File: config.mk
export PLATFORM = sky130hd
export DESIGN_NAME = gat_top_wrapper
export DESIGN_NICKNAME = d
export VERILOG_FILES = /design/src/rtl/gat_pkg.sv /design/src/rtl/gat_bram_bank.sv /design/src/rtl/gat_spmm.sv /design/src/rtl/gat_aggregator.sv /design/src/rtl/gat_top_wrapper.sv
export VERILOG_INCLUDE_DIRS = /design/src /design/src/include
export SDC_FILE = /design/constraint.sdc
export NUM_CORES = 2
export LEC_CHECK = 0
export ABC_AREA = 1
export BUFFER_PORTS_ARGS = -buffer_cell sky130_fd_sc_hd__buf_2
export CAP_MARGIN = 10
export CORE_MARGIN = 2
export CORE_UTILIZATION = 67
export CTS_BUF_LIST = sky130_fd_sc_hd__clkbuf_2
export CTS_CLUSTER_SIZE = 16
export DETAILED_ROUTE_END_ITERATION = 7
export GPL_TIMING_DRIVEN = 1
export PLACE_DENSITY = 0.85
export SLEW_MARGIN = 30
export SYNTH_ARGS = -nofsm -noshare
export SYNTH_HDL_FRONTEND = slang
export SYNTH_SLANG_ARGS = --single-unit
export TNS_END_PERCENT = 30
File: constraint.sdc
create_clock -name clk -period 14 [get_ports clk]
set_input_delay 1.4 -clock clk [delete_from_list [all_inputs] [get_ports clk]]
set_output_delay 1.4 -clock clk [all_outputs]
set_load 0.02 [all_outputs]
File: src/include/gat_params.svh
// GAT accelerator sizing macros for widths, depths and matrix shapes
`ifndef GAT_PARAMS_SVH
`define GAT_PARAMS_SVH

// ==================================================
// Base widths
// ==================================================
`define GAT_TOP_WIDTH           32
`define GAT_DATA_WIDTH          8
`define GAT_WH_DATA_WIDTH       20
`define GAT_NEW_FEATURE_WIDTH   32

// ==================================================
// Matrix and graph sizes
// ==================================================
`define GAT_NUM_FEATURE_IN      16
`define GAT_NUM_FEATURE_OUT     4
`define GAT_TOTAL_NODES         8
`define GAT_NUM_SUBGRAPHS       3
`define GAT_H_NUM_SPARSE_DATA   32

// Derived depths and address widths
`define GAT_H_DATA_ADDR_W       5
`define GAT_NODE_INFO_ADDR_W    3
`define GAT_WEIGHT_DEPTH        64
`define GAT_WEIGHT_ADDR_W       6
`define GAT_NEW_FEATURE_DEPTH   12
`define GAT_NEW_FEATURE_ADDR_W  4
`define GAT_COL_IDX_WIDTH       4
`define GAT_ROW_LEN_WIDTH       5

// Field widths of the stored words
`define GAT_H_DATA_WIDTH        12
`define GAT_NODE_INFO_WIDTH     6
`define GAT_LANE_IDX_W          2
`define GAT_SG_IDX_W            2

// Generic write port, sized for the widest bank
`define GAT_BRAM_ADDR_W         6
`define GAT_BRAM_DATA_W         12

`endif

File: src/rtl/gat_pkg.sv
// GAT accelerator shared types for memory words, WH vectors and engine states
`include "gat_params.svh"

package gat_pkg;

  // Element types
  typedef logic signed [`GAT_DATA_WIDTH-1:0]        gat_data_t;
  typedef logic signed [`GAT_WH_DATA_WIDTH-1:0]     wh_lane_t;
  typedef logic signed [`GAT_NEW_FEATURE_WIDTH-1:0] feat_t;
  typedef logic [`GAT_BRAM_ADDR_W-1:0]              bram_addr_t;
  typedef logic [`GAT_BRAM_DATA_W-1:0]              bram_data_t;

  // Sparse H entry, value in the upper byte and column below it
  typedef struct packed {
    gat_data_t                     value;
    logic [`GAT_COL_IDX_WIDTH-1:0] col;
  } h_data_t;

  // Per-node row info, flag marks the last node of a subgraph
  typedef struct packed {
    logic [`GAT_ROW_LEN_WIDTH-1:0] row_len;
    logic                          flag;
  } node_info_t;

  typedef struct packed {
    wh_lane_t [`GAT_NUM_FEATURE_OUT-1:0] lane;
    logic                                flag;
  } wh_t;

  // One full weight row, lane k is output column k
  typedef struct packed {
    gat_data_t [`GAT_NUM_FEATURE_OUT-1:0] w;
  } w_row_t;

  typedef struct packed {
    logic       en;
    logic       we;
    bram_addr_t addr;
    bram_data_t data;
  } bram_wr_t;

  typedef enum logic [2:0] {
    IDLE,
    FETCH_INFO,
    STREAM,
    DRAIN,
    EMIT,
    DONE
  } spmm_state_e;

endpackage

File: src/rtl/gat_bram_bank.sv
// Input memories for sparse H entries, node info and the weight matrix
`timescale 1ns/1ps
`include "gat_params.svh"

module gat_bram_bank
  import gat_pkg::*;
(
  input  logic                             clk,
  input  logic                             rst,

  input  bram_wr_t                         h_wr,
  input  bram_wr_t                         info_wr,
  input  bram_wr_t                         wgt_wr,

  input  logic [`GAT_H_DATA_ADDR_W-1:0]    h_raddr,
  input  logic [`GAT_NODE_INFO_ADDR_W-1:0] info_raddr,
  input  logic [`GAT_COL_IDX_WIDTH-1:0]    w_row_idx,

  output h_data_t                          h_rdata,
  output node_info_t                       info_rdata,
  output w_row_t                           w_rdata
);

  h_data_t    h_mem    [`GAT_H_NUM_SPARSE_DATA];
  node_info_t info_mem [`GAT_TOTAL_NODES];
  // Weights kept row-wise so one nonzero needs one access
  w_row_t     w_mem    [`GAT_NUM_FEATURE_IN];

  // ==================================================
  // Write ports
  // ==================================================
  always_ff @(posedge clk) begin
    if (h_wr.en && h_wr.we) begin
      h_mem[h_wr.addr[`GAT_H_DATA_ADDR_W-1:0]] <= h_data_t'(h_wr.data[`GAT_H_DATA_WIDTH-1:0]);
    end
    if (info_wr.en && info_wr.we) begin
      info_mem[info_wr.addr[`GAT_NODE_INFO_ADDR_W-1:0]] <=
        node_info_t'(info_wr.data[`GAT_NODE_INFO_WIDTH-1:0]);
    end
    // Word address is row * NUM_FEATURE_OUT + col
    if (wgt_wr.en && wgt_wr.we) begin
      w_mem[wgt_wr.addr[`GAT_WEIGHT_ADDR_W-1:`GAT_LANE_IDX_W]]
        .w[wgt_wr.addr[`GAT_LANE_IDX_W-1:0]] <= wgt_wr.data[`GAT_DATA_WIDTH-1:0];
    end
  end

  // ==================================================
  // Registered read ports
  // ==================================================
  always_ff @(posedge clk) begin
    if (rst) begin
      h_rdata    <= '0;
      info_rdata <= '0;
      w_rdata    <= '0;
    end else begin
      h_rdata    <= h_mem[h_raddr];
      info_rdata <= info_mem[info_raddr];
      w_rdata    <= w_mem[w_row_idx];
    end
  end

endmodule

File: src/rtl/gat_spmm.sv
// Sparse row times dense weight engine producing one WH vector per node
`timescale 1ns/1ps
`include "gat_params.svh"

module gat_spmm
  import gat_pkg::*;
(
  input  logic                             clk,
  input  logic                             rst,

  input  logic                             h_load_done,
  input  logic                             info_load_done,
  input  logic                             wgt_load_done,

  output logic [`GAT_NODE_INFO_ADDR_W-1:0] info_raddr,
  output logic [`GAT_H_DATA_ADDR_W-1:0]    h_raddr,
  output logic [`GAT_COL_IDX_WIDTH-1:0]    w_row_idx,
  input  node_info_t                       info_rdata,
  input  h_data_t                          h_rdata,
  input  w_row_t                           w_rdata,

  output logic                             run_start,
  output logic                             wh_valid,
  output wh_t                              wh_data,
  output logic                             gat_ready,
  output logic [`GAT_TOP_WIDTH-1:0]        gat_debug_1,
  output logic [`GAT_TOP_WIDTH-1:0]        gat_debug_2
);

  spmm_state_e                       state;
  logic                              all_loaded;
  logic                              info_wait;
  logic                              emit_now;
  logic [`GAT_NODE_INFO_ADDR_W-1:0]  node_idx;
  logic [`GAT_H_DATA_ADDR_W-1:0]     h_ptr;
  logic [`GAT_ROW_LEN_WIDTH-1:0]     remain;
  logic                              node_flag;
  // s1 is the H read stage, s2 the weight read stage
  logic                              s1_vld;
  logic                              s2_vld;
  gat_data_t                         s2_val;
  wh_lane_t [`GAT_NUM_FEATURE_OUT-1:0] acc;

  assign all_loaded = h_load_done && info_load_done && wgt_load_done;
  assign emit_now   = (state == DRAIN) && !s1_vld && !s2_vld;

  assign info_raddr = node_idx;
  assign h_raddr    = h_ptr;
  // Column of the entry just read selects the weight row
  assign w_row_idx  = h_rdata.col;

  // ==================================================
  // Control FSM and accumulators
  // ==================================================
  always_ff @(posedge clk) begin
    if (rst) begin
      state       <= IDLE;
      info_wait   <= 1'b0;
      node_idx    <= '0;
      h_ptr       <= '0;
      remain      <= '0;
      node_flag   <= 1'b0;
      s1_vld      <= 1'b0;
      s2_vld      <= 1'b0;
      acc         <= '0;
      run_start   <= 1'b0;
      wh_valid    <= 1'b0;
      gat_ready   <= 1'b0;
      gat_debug_1 <= '0;
      gat_debug_2 <= '0;
    end else begin
      run_start <= 1'b0;
      wh_valid  <= 1'b0;
      s1_vld    <= (state == STREAM);
      s2_vld    <= s1_vld;

      if (s2_vld) begin
        for (int k = 0; k < `GAT_NUM_FEATURE_OUT; k++) begin
          acc[k] <= $signed(acc[k]) + $signed(s2_val) * $signed(w_rdata.w[k]);
        end
        gat_debug_2 <= gat_debug_2 + 1'b1;
      end

      case (state)
        IDLE: begin
          if (all_loaded && !gat_ready) begin
            state       <= FETCH_INFO;
            run_start   <= 1'b1;
            info_wait   <= 1'b0;
            node_idx    <= '0;
            h_ptr       <= '0;
            acc         <= '0;
            gat_debug_1 <= '0;
            gat_debug_2 <= '0;
          end
        end
        // First cycle presents the address, second takes the data
        FETCH_INFO: begin
          info_wait <= ~info_wait;
          if (info_wait) begin
            remain    <= info_rdata.row_len;
            node_flag <= info_rdata.flag;
            state     <= (info_rdata.row_len == '0) ? DRAIN : STREAM;
          end
        end
        STREAM: begin
          h_ptr  <= h_ptr + 1'b1;
          remain <= remain - 1'b1;
          if (remain == 1) begin
            state <= DRAIN;
          end
        end
        DRAIN: begin
          if (emit_now) begin
            wh_valid <= 1'b1;
            state    <= EMIT;
          end
        end
        EMIT: begin
          acc         <= '0;
          gat_debug_1 <= gat_debug_1 + 1'b1;
          if (node_idx == (`GAT_TOTAL_NODES - 1)) begin
            state     <= DONE;
            gat_ready <= 1'b1;
          end else begin
            node_idx <= node_idx + 1'b1;
            state    <= FETCH_INFO;
          end
        end
        DONE: begin
          // Hold ready until software drops a load-done level
          if (!all_loaded) begin
            state     <= IDLE;
            gat_ready <= 1'b0;
          end
        end
        default: state <= IDLE;
      endcase
    end
  end

  // Pipeline payload
  always_ff @(posedge clk) begin
    if (s1_vld) begin
      s2_val <= h_rdata.value;
    end
    if (emit_now) begin
      wh_data.lane <= acc;
      wh_data.flag <= node_flag;
    end
  end

endmodule

File: src/rtl/gat_aggregator.sv
// Subgraph sum of WH vectors with layer activation and the feature memory
`timescale 1ns/1ps
`include "gat_params.svh"

module gat_aggregator
  import gat_pkg::*;
(
  input  logic                               clk,
  input  logic                               rst,
  input  logic                               gat_layer,
  input  logic                               run_start,
  input  logic                               wh_valid,
  input  wh_t                                wh_data,
  input  logic [`GAT_NEW_FEATURE_ADDR_W-1:0] feat_raddr,
  output logic [`GAT_NEW_FEATURE_WIDTH-1:0]  feat_rdata,
  output logic [`GAT_TOP_WIDTH-1:0]          gat_debug_3
);

  feat_t [`GAT_NUM_FEATURE_OUT-1:0]     sum;
  feat_t [`GAT_NUM_FEATURE_OUT-1:0]     sum_next;
  feat_t [`GAT_NUM_FEATURE_OUT-1:0]     out_buf;
  logic [`GAT_NEW_FEATURE_WIDTH-1:0]    feat_mem [`GAT_NEW_FEATURE_DEPTH];
  logic [`GAT_SG_IDX_W-1:0]             sg_idx;
  logic [`GAT_SG_IDX_W-1:0]             wr_sg;
  logic [`GAT_LANE_IDX_W-1:0]           wr_lane;
  logic                                 wr_en;
  logic [`GAT_NEW_FEATURE_ADDR_W-1:0]   wr_addr;

  // Sign-extend each lane into the running sum
  always_comb begin
    for (int k = 0; k < `GAT_NUM_FEATURE_OUT; k++) begin
      sum_next[k] = sum[k] + {{(`GAT_NEW_FEATURE_WIDTH - `GAT_WH_DATA_WIDTH)
                              {wh_data.lane[k][`GAT_WH_DATA_WIDTH-1]}}, wh_data.lane[k]};
    end
  end

  // Lane count is a power of two, so s * NUM_FEATURE_OUT + k is a concat
  assign wr_addr     = {wr_sg, wr_lane};
  assign gat_debug_3 = {{(`GAT_TOP_WIDTH - `GAT_SG_IDX_W){1'b0}}, sg_idx};

  // ==================================================
  // Subgraph control
  // ==================================================
  always_ff @(posedge clk) begin
    if (rst) begin
      sum     <= '0;
      sg_idx  <= '0;
      wr_sg   <= '0;
      wr_lane <= '0;
      wr_en   <= 1'b0;
    end else begin
      if (wr_en) begin
        wr_lane <= wr_lane + 1'b1;
        if (wr_lane == (`GAT_NUM_FEATURE_OUT - 1)) begin
          wr_en <= 1'b0;
        end
      end
      if (run_start) begin
        sum    <= '0;
        sg_idx <= '0;
      end else if (wh_valid) begin
        if (wh_data.flag) begin
          // Last node of the subgraph, start the lane writes
          sum     <= '0;
          sg_idx  <= sg_idx + 1'b1;
          wr_sg   <= sg_idx;
          wr_lane <= '0;
          wr_en   <= 1'b1;
        end else begin
          sum <= sum_next;
        end
      end
    end
  end

  // Result buffer, feature memory and read port
  always_ff @(posedge clk) begin
    if (wh_valid && wh_data.flag) begin
      for (int k = 0; k < `GAT_NUM_FEATURE_OUT; k++) begin
        // Layer 0 clamps negatives to zero
        out_buf[k] <= (!gat_layer && sum_next[k][`GAT_NEW_FEATURE_WIDTH-1]) ? '0 : sum_next[k];
      end
    end
    if (wr_en) begin
      feat_mem[wr_addr] <= out_buf[wr_lane];
    end
    feat_rdata <= feat_mem[feat_raddr];
  end

endmodule

File: src/rtl/gat_top_wrapper.sv
// GAT accelerator top level with byte-addressed BRAM ports and register levels
`timescale 1ns/1ps
`include "gat_params.svh"

module gat_top_wrapper
  import gat_pkg::*;
(
  input  logic                                 clk,
  input  logic                                 rst,

  // ==================================================
  // Register bank
  // ==================================================
  input  logic                                 gat_layer,
  output logic                                 gat_ready,
  output logic [`GAT_TOP_WIDTH-1:0]            gat_debug_1,
  output logic [`GAT_TOP_WIDTH-1:0]            gat_debug_2,
  output logic [`GAT_TOP_WIDTH-1:0]            gat_debug_3,
  input  logic                                 h_data_bram_load_done,
  input  logic                                 h_node_info_bram_load_done,
  input  logic                                 wgt_bram_load_done,

  // ==================================================
  // BRAM ports, byte addressed
  // ==================================================
  input  logic [`GAT_TOP_WIDTH-1:0]            h_data_bram_din,
  input  logic                                 h_data_bram_ena,
  input  logic                                 h_data_bram_wea,
  input  logic [`GAT_H_DATA_ADDR_W+1:0]        h_data_bram_addra,

  input  logic [`GAT_TOP_WIDTH-1:0]            h_node_info_bram_din,
  input  logic                                 h_node_info_bram_ena,
  input  logic                                 h_node_info_bram_wea,
  input  logic [`GAT_NODE_INFO_ADDR_W+1:0]     h_node_info_bram_addra,

  input  logic [`GAT_TOP_WIDTH-1:0]            wgt_bram_din,
  input  logic                                 wgt_bram_ena,
  input  logic                                 wgt_bram_wea,
  input  logic [`GAT_WEIGHT_ADDR_W+1:0]        wgt_bram_addra,

  input  logic [`GAT_NEW_FEATURE_ADDR_W+1:0]   feat_bram_addrb,
  output logic [`GAT_NEW_FEATURE_WIDTH-1:0]    feat_bram_dout
);

  bram_wr_t                             h_wr;
  bram_wr_t                             info_wr;
  bram_wr_t                             wgt_wr;
  logic [`GAT_H_DATA_ADDR_W-1:0]        h_raddr;
  logic [`GAT_NODE_INFO_ADDR_W-1:0]     info_raddr;
  logic [`GAT_COL_IDX_WIDTH-1:0]        w_row_idx;
  h_data_t                              h_rdata;
  node_info_t                           info_rdata;
  w_row_t                               w_rdata;
  logic                                 run_start;
  logic                                 wh_valid;
  wh_t                                  wh_data;

  // Drop the byte offset and trim each data word to its field
  assign h_wr.en    = h_data_bram_ena;
  assign h_wr.we    = h_data_bram_wea;
  assign h_wr.addr  = bram_addr_t'(h_data_bram_addra[`GAT_H_DATA_ADDR_W+1:2]);
  assign h_wr.data  = bram_data_t'(h_data_bram_din[`GAT_H_DATA_WIDTH-1:0]);

  assign info_wr.en   = h_node_info_bram_ena;
  assign info_wr.we   = h_node_info_bram_wea;
  assign info_wr.addr = bram_addr_t'(h_node_info_bram_addra[`GAT_NODE_INFO_ADDR_W+1:2]);
  assign info_wr.data = bram_data_t'(h_node_info_bram_din[`GAT_NODE_INFO_WIDTH-1:0]);

  assign wgt_wr.en   = wgt_bram_ena;
  assign wgt_wr.we   = wgt_bram_wea;
  assign wgt_wr.addr = bram_addr_t'(wgt_bram_addra[`GAT_WEIGHT_ADDR_W+1:2]);
  assign wgt_wr.data = bram_data_t'(wgt_bram_din[`GAT_DATA_WIDTH-1:0]);

  gat_bram_bank u_bram_bank (
    .clk        (clk),
    .rst        (rst),
    .h_wr       (h_wr),
    .info_wr    (info_wr),
    .wgt_wr     (wgt_wr),
    .h_raddr    (h_raddr),
    .info_raddr (info_raddr),
    .w_row_idx  (w_row_idx),
    .h_rdata    (h_rdata),
    .info_rdata (info_rdata),
    .w_rdata    (w_rdata)
  );

  gat_spmm u_spmm (
    .clk            (clk),
    .rst            (rst),
    .h_load_done    (h_data_bram_load_done),
    .info_load_done (h_node_info_bram_load_done),
    .wgt_load_done  (wgt_bram_load_done),
    .info_raddr     (info_raddr),
    .h_raddr        (h_raddr),
    .w_row_idx      (w_row_idx),
    .info_rdata     (info_rdata),
    .h_rdata        (h_rdata),
    .w_rdata        (w_rdata),
    .run_start      (run_start),
    .wh_valid       (wh_valid),
    .wh_data        (wh_data),
    .gat_ready      (gat_ready),
    .gat_debug_1    (gat_debug_1),
    .gat_debug_2    (gat_debug_2)
  );

  gat_aggregator u_aggregator (
    .clk         (clk),
    .rst         (rst),
    .gat_layer   (gat_layer),
    .run_start   (run_start),
    .wh_valid    (wh_valid),
    .wh_data     (wh_data),
    .feat_raddr  (feat_bram_addrb[`GAT_NEW_FEATURE_ADDR_W+1:2]),
    .feat_rdata  (feat_bram_dout),
    .gat_debug_3 (gat_debug_3)
  );

endmodule

# Word-level counts from Yosys, hierarchy flattened
# Memory sizes are Yosys's and may differ from the RTL's. A register that Yosys moved wholly into a read port is not among the register bits.
# Cells that the tools add are included.
# word_totals
mem_count,4
out_inout_bits,129
word_cells,170
ram_bits,1328
in_bits,134
register_bits,519
# mem_list
memory,depth,word_bits,rd,rd_clocked_by_memory_dff,wr,line_no,rtl
u_bram_bank.w_mem,16,32,1,1,1,gat_bram_bank.sv:27,w_row_t w_mem [`GAT_NUM_FEATURE_IN];
u_aggregator.feat_mem,12,32,1,1,1,gat_aggregator.sv:22,logic [`GAT_NEW_FEATURE_WIDTH-1:0] feat_mem [`GAT_NEW_FEATURE_DEPTH];
u_bram_bank.h_mem,32,12,1,1,1,gat_bram_bank.sv:24,h_data_t h_mem [`GAT_H_NUM_SPARSE_DATA];
u_bram_bank.info_mem,8,6,1,1,1,gat_bram_bank.sv:25,node_info_t info_mem [`GAT_TOTAL_NODES];
# classes
mul,4
n_reduce_logical,38
magnitude_cmp,3
n_addsub,15
n_eq_ne,15
bitwise,4
muxes,52
# ops
cell,count
$mux 32,6
$mux 80,2
$pmux 80 s2,1
$add 32x32->32,4
$mux 128,1
$add 20x20->20,4
$add 32x1->32 const B,2
$bmux 32 s2,1
$mul 8x8->16,4
$pmux 32 s2,1
$mux 3,8
$pmux 5 s2,2
$mux 1,18
$pmux 3 s6,1
$demux 8 s2,1
$logic_and 1x1->1,14
$reduce_and 2->1,6
$mux 5,2
$reduce_bool 2->1,5
$eq 3x3->1 const B,3
$reduce_and 3->1,3
$mux 2,4
$mux 8,1
$ne 2x1->1 const B,4
other kinds (19),33

# Depth between registers and ports, before layout
# logic_depth
word_depth,6
depth_mapped,36
mapped_depth_nobuf,34

# By module
# Synthesis repeated with hierarchy kept, for this count alone.
# hier_totals
cells_unflattened,10691
hier_area_um2,101378.5
# modules_own_cells
module,area_each_um2,n_inst,cells_per_inst,seq_area_each_um2
gat_bram_bank,39147.5,1,3213,29348.1
gat_aggregator,36463.7,1,4269,18718.0
gat_spmm,25763.5,1,3208,6015.8
gat_top_wrapper,3.8,1,1,0.0

# Least setup slack after synthesis
# OpenSTA, ideal clock, no wires.
# synth_timing
path_type,register to register
startpoint,reg u_spmm.s2_val[7]
endpoint,reg u_spmm.acc[59] in the netlist's numbering
stages_incl_launch_ff,29
t_required_ns,13.887
slack_ns,8.546
n_path_buf,1
t_arrival_ns,5.341
setup_time_ns,0.113
synth_period_minus_slack_ns,5.454
cell_sequence,edfxtp_1 > clkbuf_1 > nand2_1 > fa_1 > inv_1 > fa_1 > inv_1 > fa_1 > inv_1 > fa_1 > ha_1 > a21oi_1 > a21boi_0 > nand2_1 > nor2_1 > nand2_1 > nand2_1 > inv_1 > ha_1 > nand2_1 > nor2_1 > and2_1 > nand3_1 > nand3_1 > inv_1 > nand2_1 > nand3_1 > nor2_1 > nor2_1
# synth_via
elab_chain_len,5
# synth_lines
element,line_no,rtl
from (decl),gat_spmm.sv:41,gat_data_t s2_val;
from (signal assigned),gat_spmm.sv:145,s2_val <= h_rdata.value;
$mul 8x8->16 *,gat_spmm.sv:79,acc[k] <= $signed(acc[k]) + $signed(s2_val) * $signed(w_rdata.w[k]);
$add 20x20->20 *,gat_spmm.sv:79,
$mux 80 *,gat_spmm.sv:77,if (s2_vld) begin
$mux 80,gat_spmm.sv:86,if (all_loaded && !gat_ready) begin
$pmux 80 s2 *,gat_spmm.sv:84,case (state)
"to (signal, indexed assignment)",gat_spmm.sv:79,
to (decl),gat_spmm.sv:42,wh_lane_t [`GAT_NUM_FEATURE_OUT-1:0] acc;
# Mark *: on every way between the ends. The rest lies on a longest branch, timed or not.
# A chain may end at the register's enable or synchronous reset.

# Worst setup path in the final report
# layout_timing
startpoint,reg u_spmm.s2_val[0]
endpoint,reg u_spmm.acc[19] in the netlist's numbering
# Same word-level chain as after synthesis.

==> flow_summary.ini <==
[min_path]
min_path_type = in -> reg

[timing]
hold_violations = 0
setup_viol = 0
max_slew.worst_pin.slew_ns = 1.227
final.min_clock_period_ns = 6.546
drv_slew = 0
slew_headroom_pct = 18.21
fin_setup_tns_ns = 0
fin_worst_skew_ns = 0.3072
rsz0062_at_grt = false
worst_slack_ns = 7.454
post-route-period-util_pct = 46.76
max_freq_ghz = 0.1528

[cts]
htree_num_levels = 5
path_clk_slew_ns = 0.11
cts_tree = done
cts_buffer_depth = 4
clkSinkCount = 1929
cts_root_buf = clkbuf_2
clk_latency_ns = 1.91
cts_hold_buf = 37
postCtsResizedCells = 0
postCtsSetupRepairBufs = 0
numCtsBuffers = 461

[yosys]
yosys-top-cells-count = edfxtp_1, nand2_1, inv_1, nor2_1, o21ai_0
synthDistinctLibCells = 70
synth_seq_area_share_pct = 54.81
syn-mean-instance-area_um2 = 9.842
synthTopCellsByArea = edfxtp_1, dfxtp_1, nand2_1
synth-edff-count = 1545
synth_top_area_cell = edfxtp_1
netlist_area_um2 = 98680
synth_top_area_share_pct = 47.02
synth_ff_type = edfxtp_1
synth_cells = 10026
async_flop_share_pct = 0
ys_seq_elements = 1929
yosysMostFrequentCell = edfxtp_1
yosys_warnings = 0

[route]
vias = 74984
first_pass_iters = 8
drc = 0
drt_iter0_drc = 7719
vias_per_cell = 5.930
totalWireLength_mm = 248.1
avgRoutedWirePerCell_um = 19.62
drtAntennaViolNets = 0

[critical_path]
crit_required_ns = 15.65
cp-startpoint = u_spmm.s2_val[0]
cp.arrival_ns = 8.19
end_kind = register
slowest_delay_ns = 0.50
crit_path_top_delay_cell = fa_1
start_kind = register
critPathCapture = u_spmm.acc[19]
rr_endpoint = u_spmm.acc[19]
worstPathMaxFanout = 29
rrSetupSlack_ns = 7.45
r2r_start = u_spmm.s2_val[0]
path_class = reg -> reg
worstRegToRegCells = 32

[power_and_ir_drop]
p_seq_share_pct = 39.2
power_leakage_nw = 43.91
irDropWorstVdd_v = 0.0001399
p_sw_share_pct = 40.11
clkPwrFrac_pct = 22.1
p_sw_mw = 6.635
internal_power_mw = 9.908
power_frac_comb_pct = 38.7
powerDensity_nw_per_um2 = 157.0

[global_routing]
grt_max_degree = 221
first_global_vias = 74268
grt_pass1_wl_mm = 388.1
grt_overflow = 0
antenna_found_initial = 6
grt.total_usage_pct = 32.59

[placement]
port_buffers = 154
gp_congestion = 0.9804
dp_worst_setup_slack_ns = 7.664
place_hpwl_mm = 161.7

[run]
maxCapViolCount = 0

[final_layout]
num-fill-cells = 10222
final_layout_size_suffix_gt1_share_pct = 11.76
nets = 11035
area_growth_pct = 6.818

[floorplan]
pin_count = 263
initial_core_util_pct = 67.63
die_w_um = 387.8
die-area_um2 = 150400
die_h_um = 387.8
core-area_um2 = 145900
rows = 140

[status]
status = finished clean
-- critical path: cells and delay by family (launching register included) --
kind	cells	cell delay, ns
buffers and inverters	8	1.08
and+or+nand+nor	14	1.54
AOI/OAI and AO/OA	4	0.81
adders and majority gates	6	2.62
DFF	1	0.34
-- placed cells by master (no fill, tap or decap), drive strengths merged, types with 228 or more instances in the layout --
cell type  count
clkbuf       722
nand3        460
ha           335
buf          243
edfxtp      1545
nand2       1517
dfxtp        384
nor2        1234
fa           228
inv         1316
o21ai        967
a21oi        599
-- area by class of cell --
cell class	instances	area, um^2	share of cell area [%]
Tap cell	1917	2399	2.276
Sequential cell	1929	54100	51.33
Timing Repair Buffer	283	1971	1.870
Multi-Input combinational cell	6344	37770	35.83
Clock inverter	114	540.5	0.5128
Antenna cell	17	42.54	0.04036
Clock buffer	722	3613	3.428
Inverter	1319	4972	4.717
-- metrics by stage --
step	cells	total power [mW]	utilization (%)	hold slack [ns]	instance area, um^2
final	12645	16.54	72.24	0.2691	105400
after global routing	12642	17.75	72.23	0.06985	105400
after CTS	12624	16.50	72.13	0.0009309	105200
after detailed placement	11751	12.91	69.03	0.3896	100700
after global placement	11744	12.67	68.89	0.3884	100500
after floorplan	10055	11.41	-	0.3855	98790
-- power by group through the flow --
stage / Sequential (mW) / Combinational [mW] / Clock [mW]
floorplan: 6.52 / 4.89 / 0
global route: 6.51 / 7.27 / 3.98
finish: 6.49 / 6.40 / 3.65
CTS: 6.50 / 6.31 / 3.69
global placement: 6.62 / 6.04 / 0
detailed placement: 6.63 / 6.27 / 0
-- how the worst min path moves through the flow --
stage / startpoint / endpoint / cells after the start
after floorplan: u_bram_bank.h_rdata[4] / u_spmm.s2_val[0] / 0
after global placement: u_bram_bank.h_rdata[8] / u_spmm.s2_val[4] / 0
after detailed placement: u_bram_bank.h_rdata[8] / u_spmm.s2_val[4] / 0
after CTS: h_node_info_bram_ena / u_bram_bank.info_mem[4][1] / 3
after global routing: h_node_info_bram_ena / u_bram_bank.info_mem[2][2] / 3
final: h_node_info_bram_wea / u_bram_bank.info_mem[4][5] / 3
-- kinds of logic (layout without fill, tap and decap cells) --
kind of cell,after synthesis,in the layout,share of synthesized area [%]
other,1,47,0.003800
buffers and inverters,1782,2438,7.255
adders and majority gates,563,563,8.873
xor gates and xnor gates,155,155,1.376
DFF,1929,1929,54.81
AOI/OAI and AO/OA,2085,2085,12.02
and+or+nand+nor,3438,3438,14.93
muxes,73,73,0.7405
-- flip-flops by register name, indices dropped and copies added, names as in the netlist, 2 cells and up --
signal	count
u_spmm.info_raddr	3
u_bram_bank.info_rdata	6
u_spmm.wh_data	81
u_spmm.remain	5
u_bram_bank.w_mem	512
u_aggregator.wr_sg	2
u_bram_bank.w_rdata	32
u_bram_bank.h_rdata	12
u_spmm.state	3
u_spmm.gat_debug_2	32
u_spmm.acc	80
u_aggregator.sg_idx	2
u_spmm.s2_val	8
u_bram_bank.info_mem	48
u_spmm.h_raddr	5
u_spmm.gat_debug_1	32
u_aggregator.sum	128
u_aggregator.feat_rdata	32
u_aggregator.feat_mem	384
u_aggregator.out_buf	128
u_aggregator.wr_lane	2
u_bram_bank.h_mem	384
-- layer usage --
layer  wire (um)  vias to the layer above  track usage, %
met5           9                        -               0
met4       10360                        2           15.58
met3       22770                      575           6.056
met2      120300                     3898           54.05
met1       94670                    35461           41.59
li1            -                    35048               -
Power figures use the tool's default switching activity.
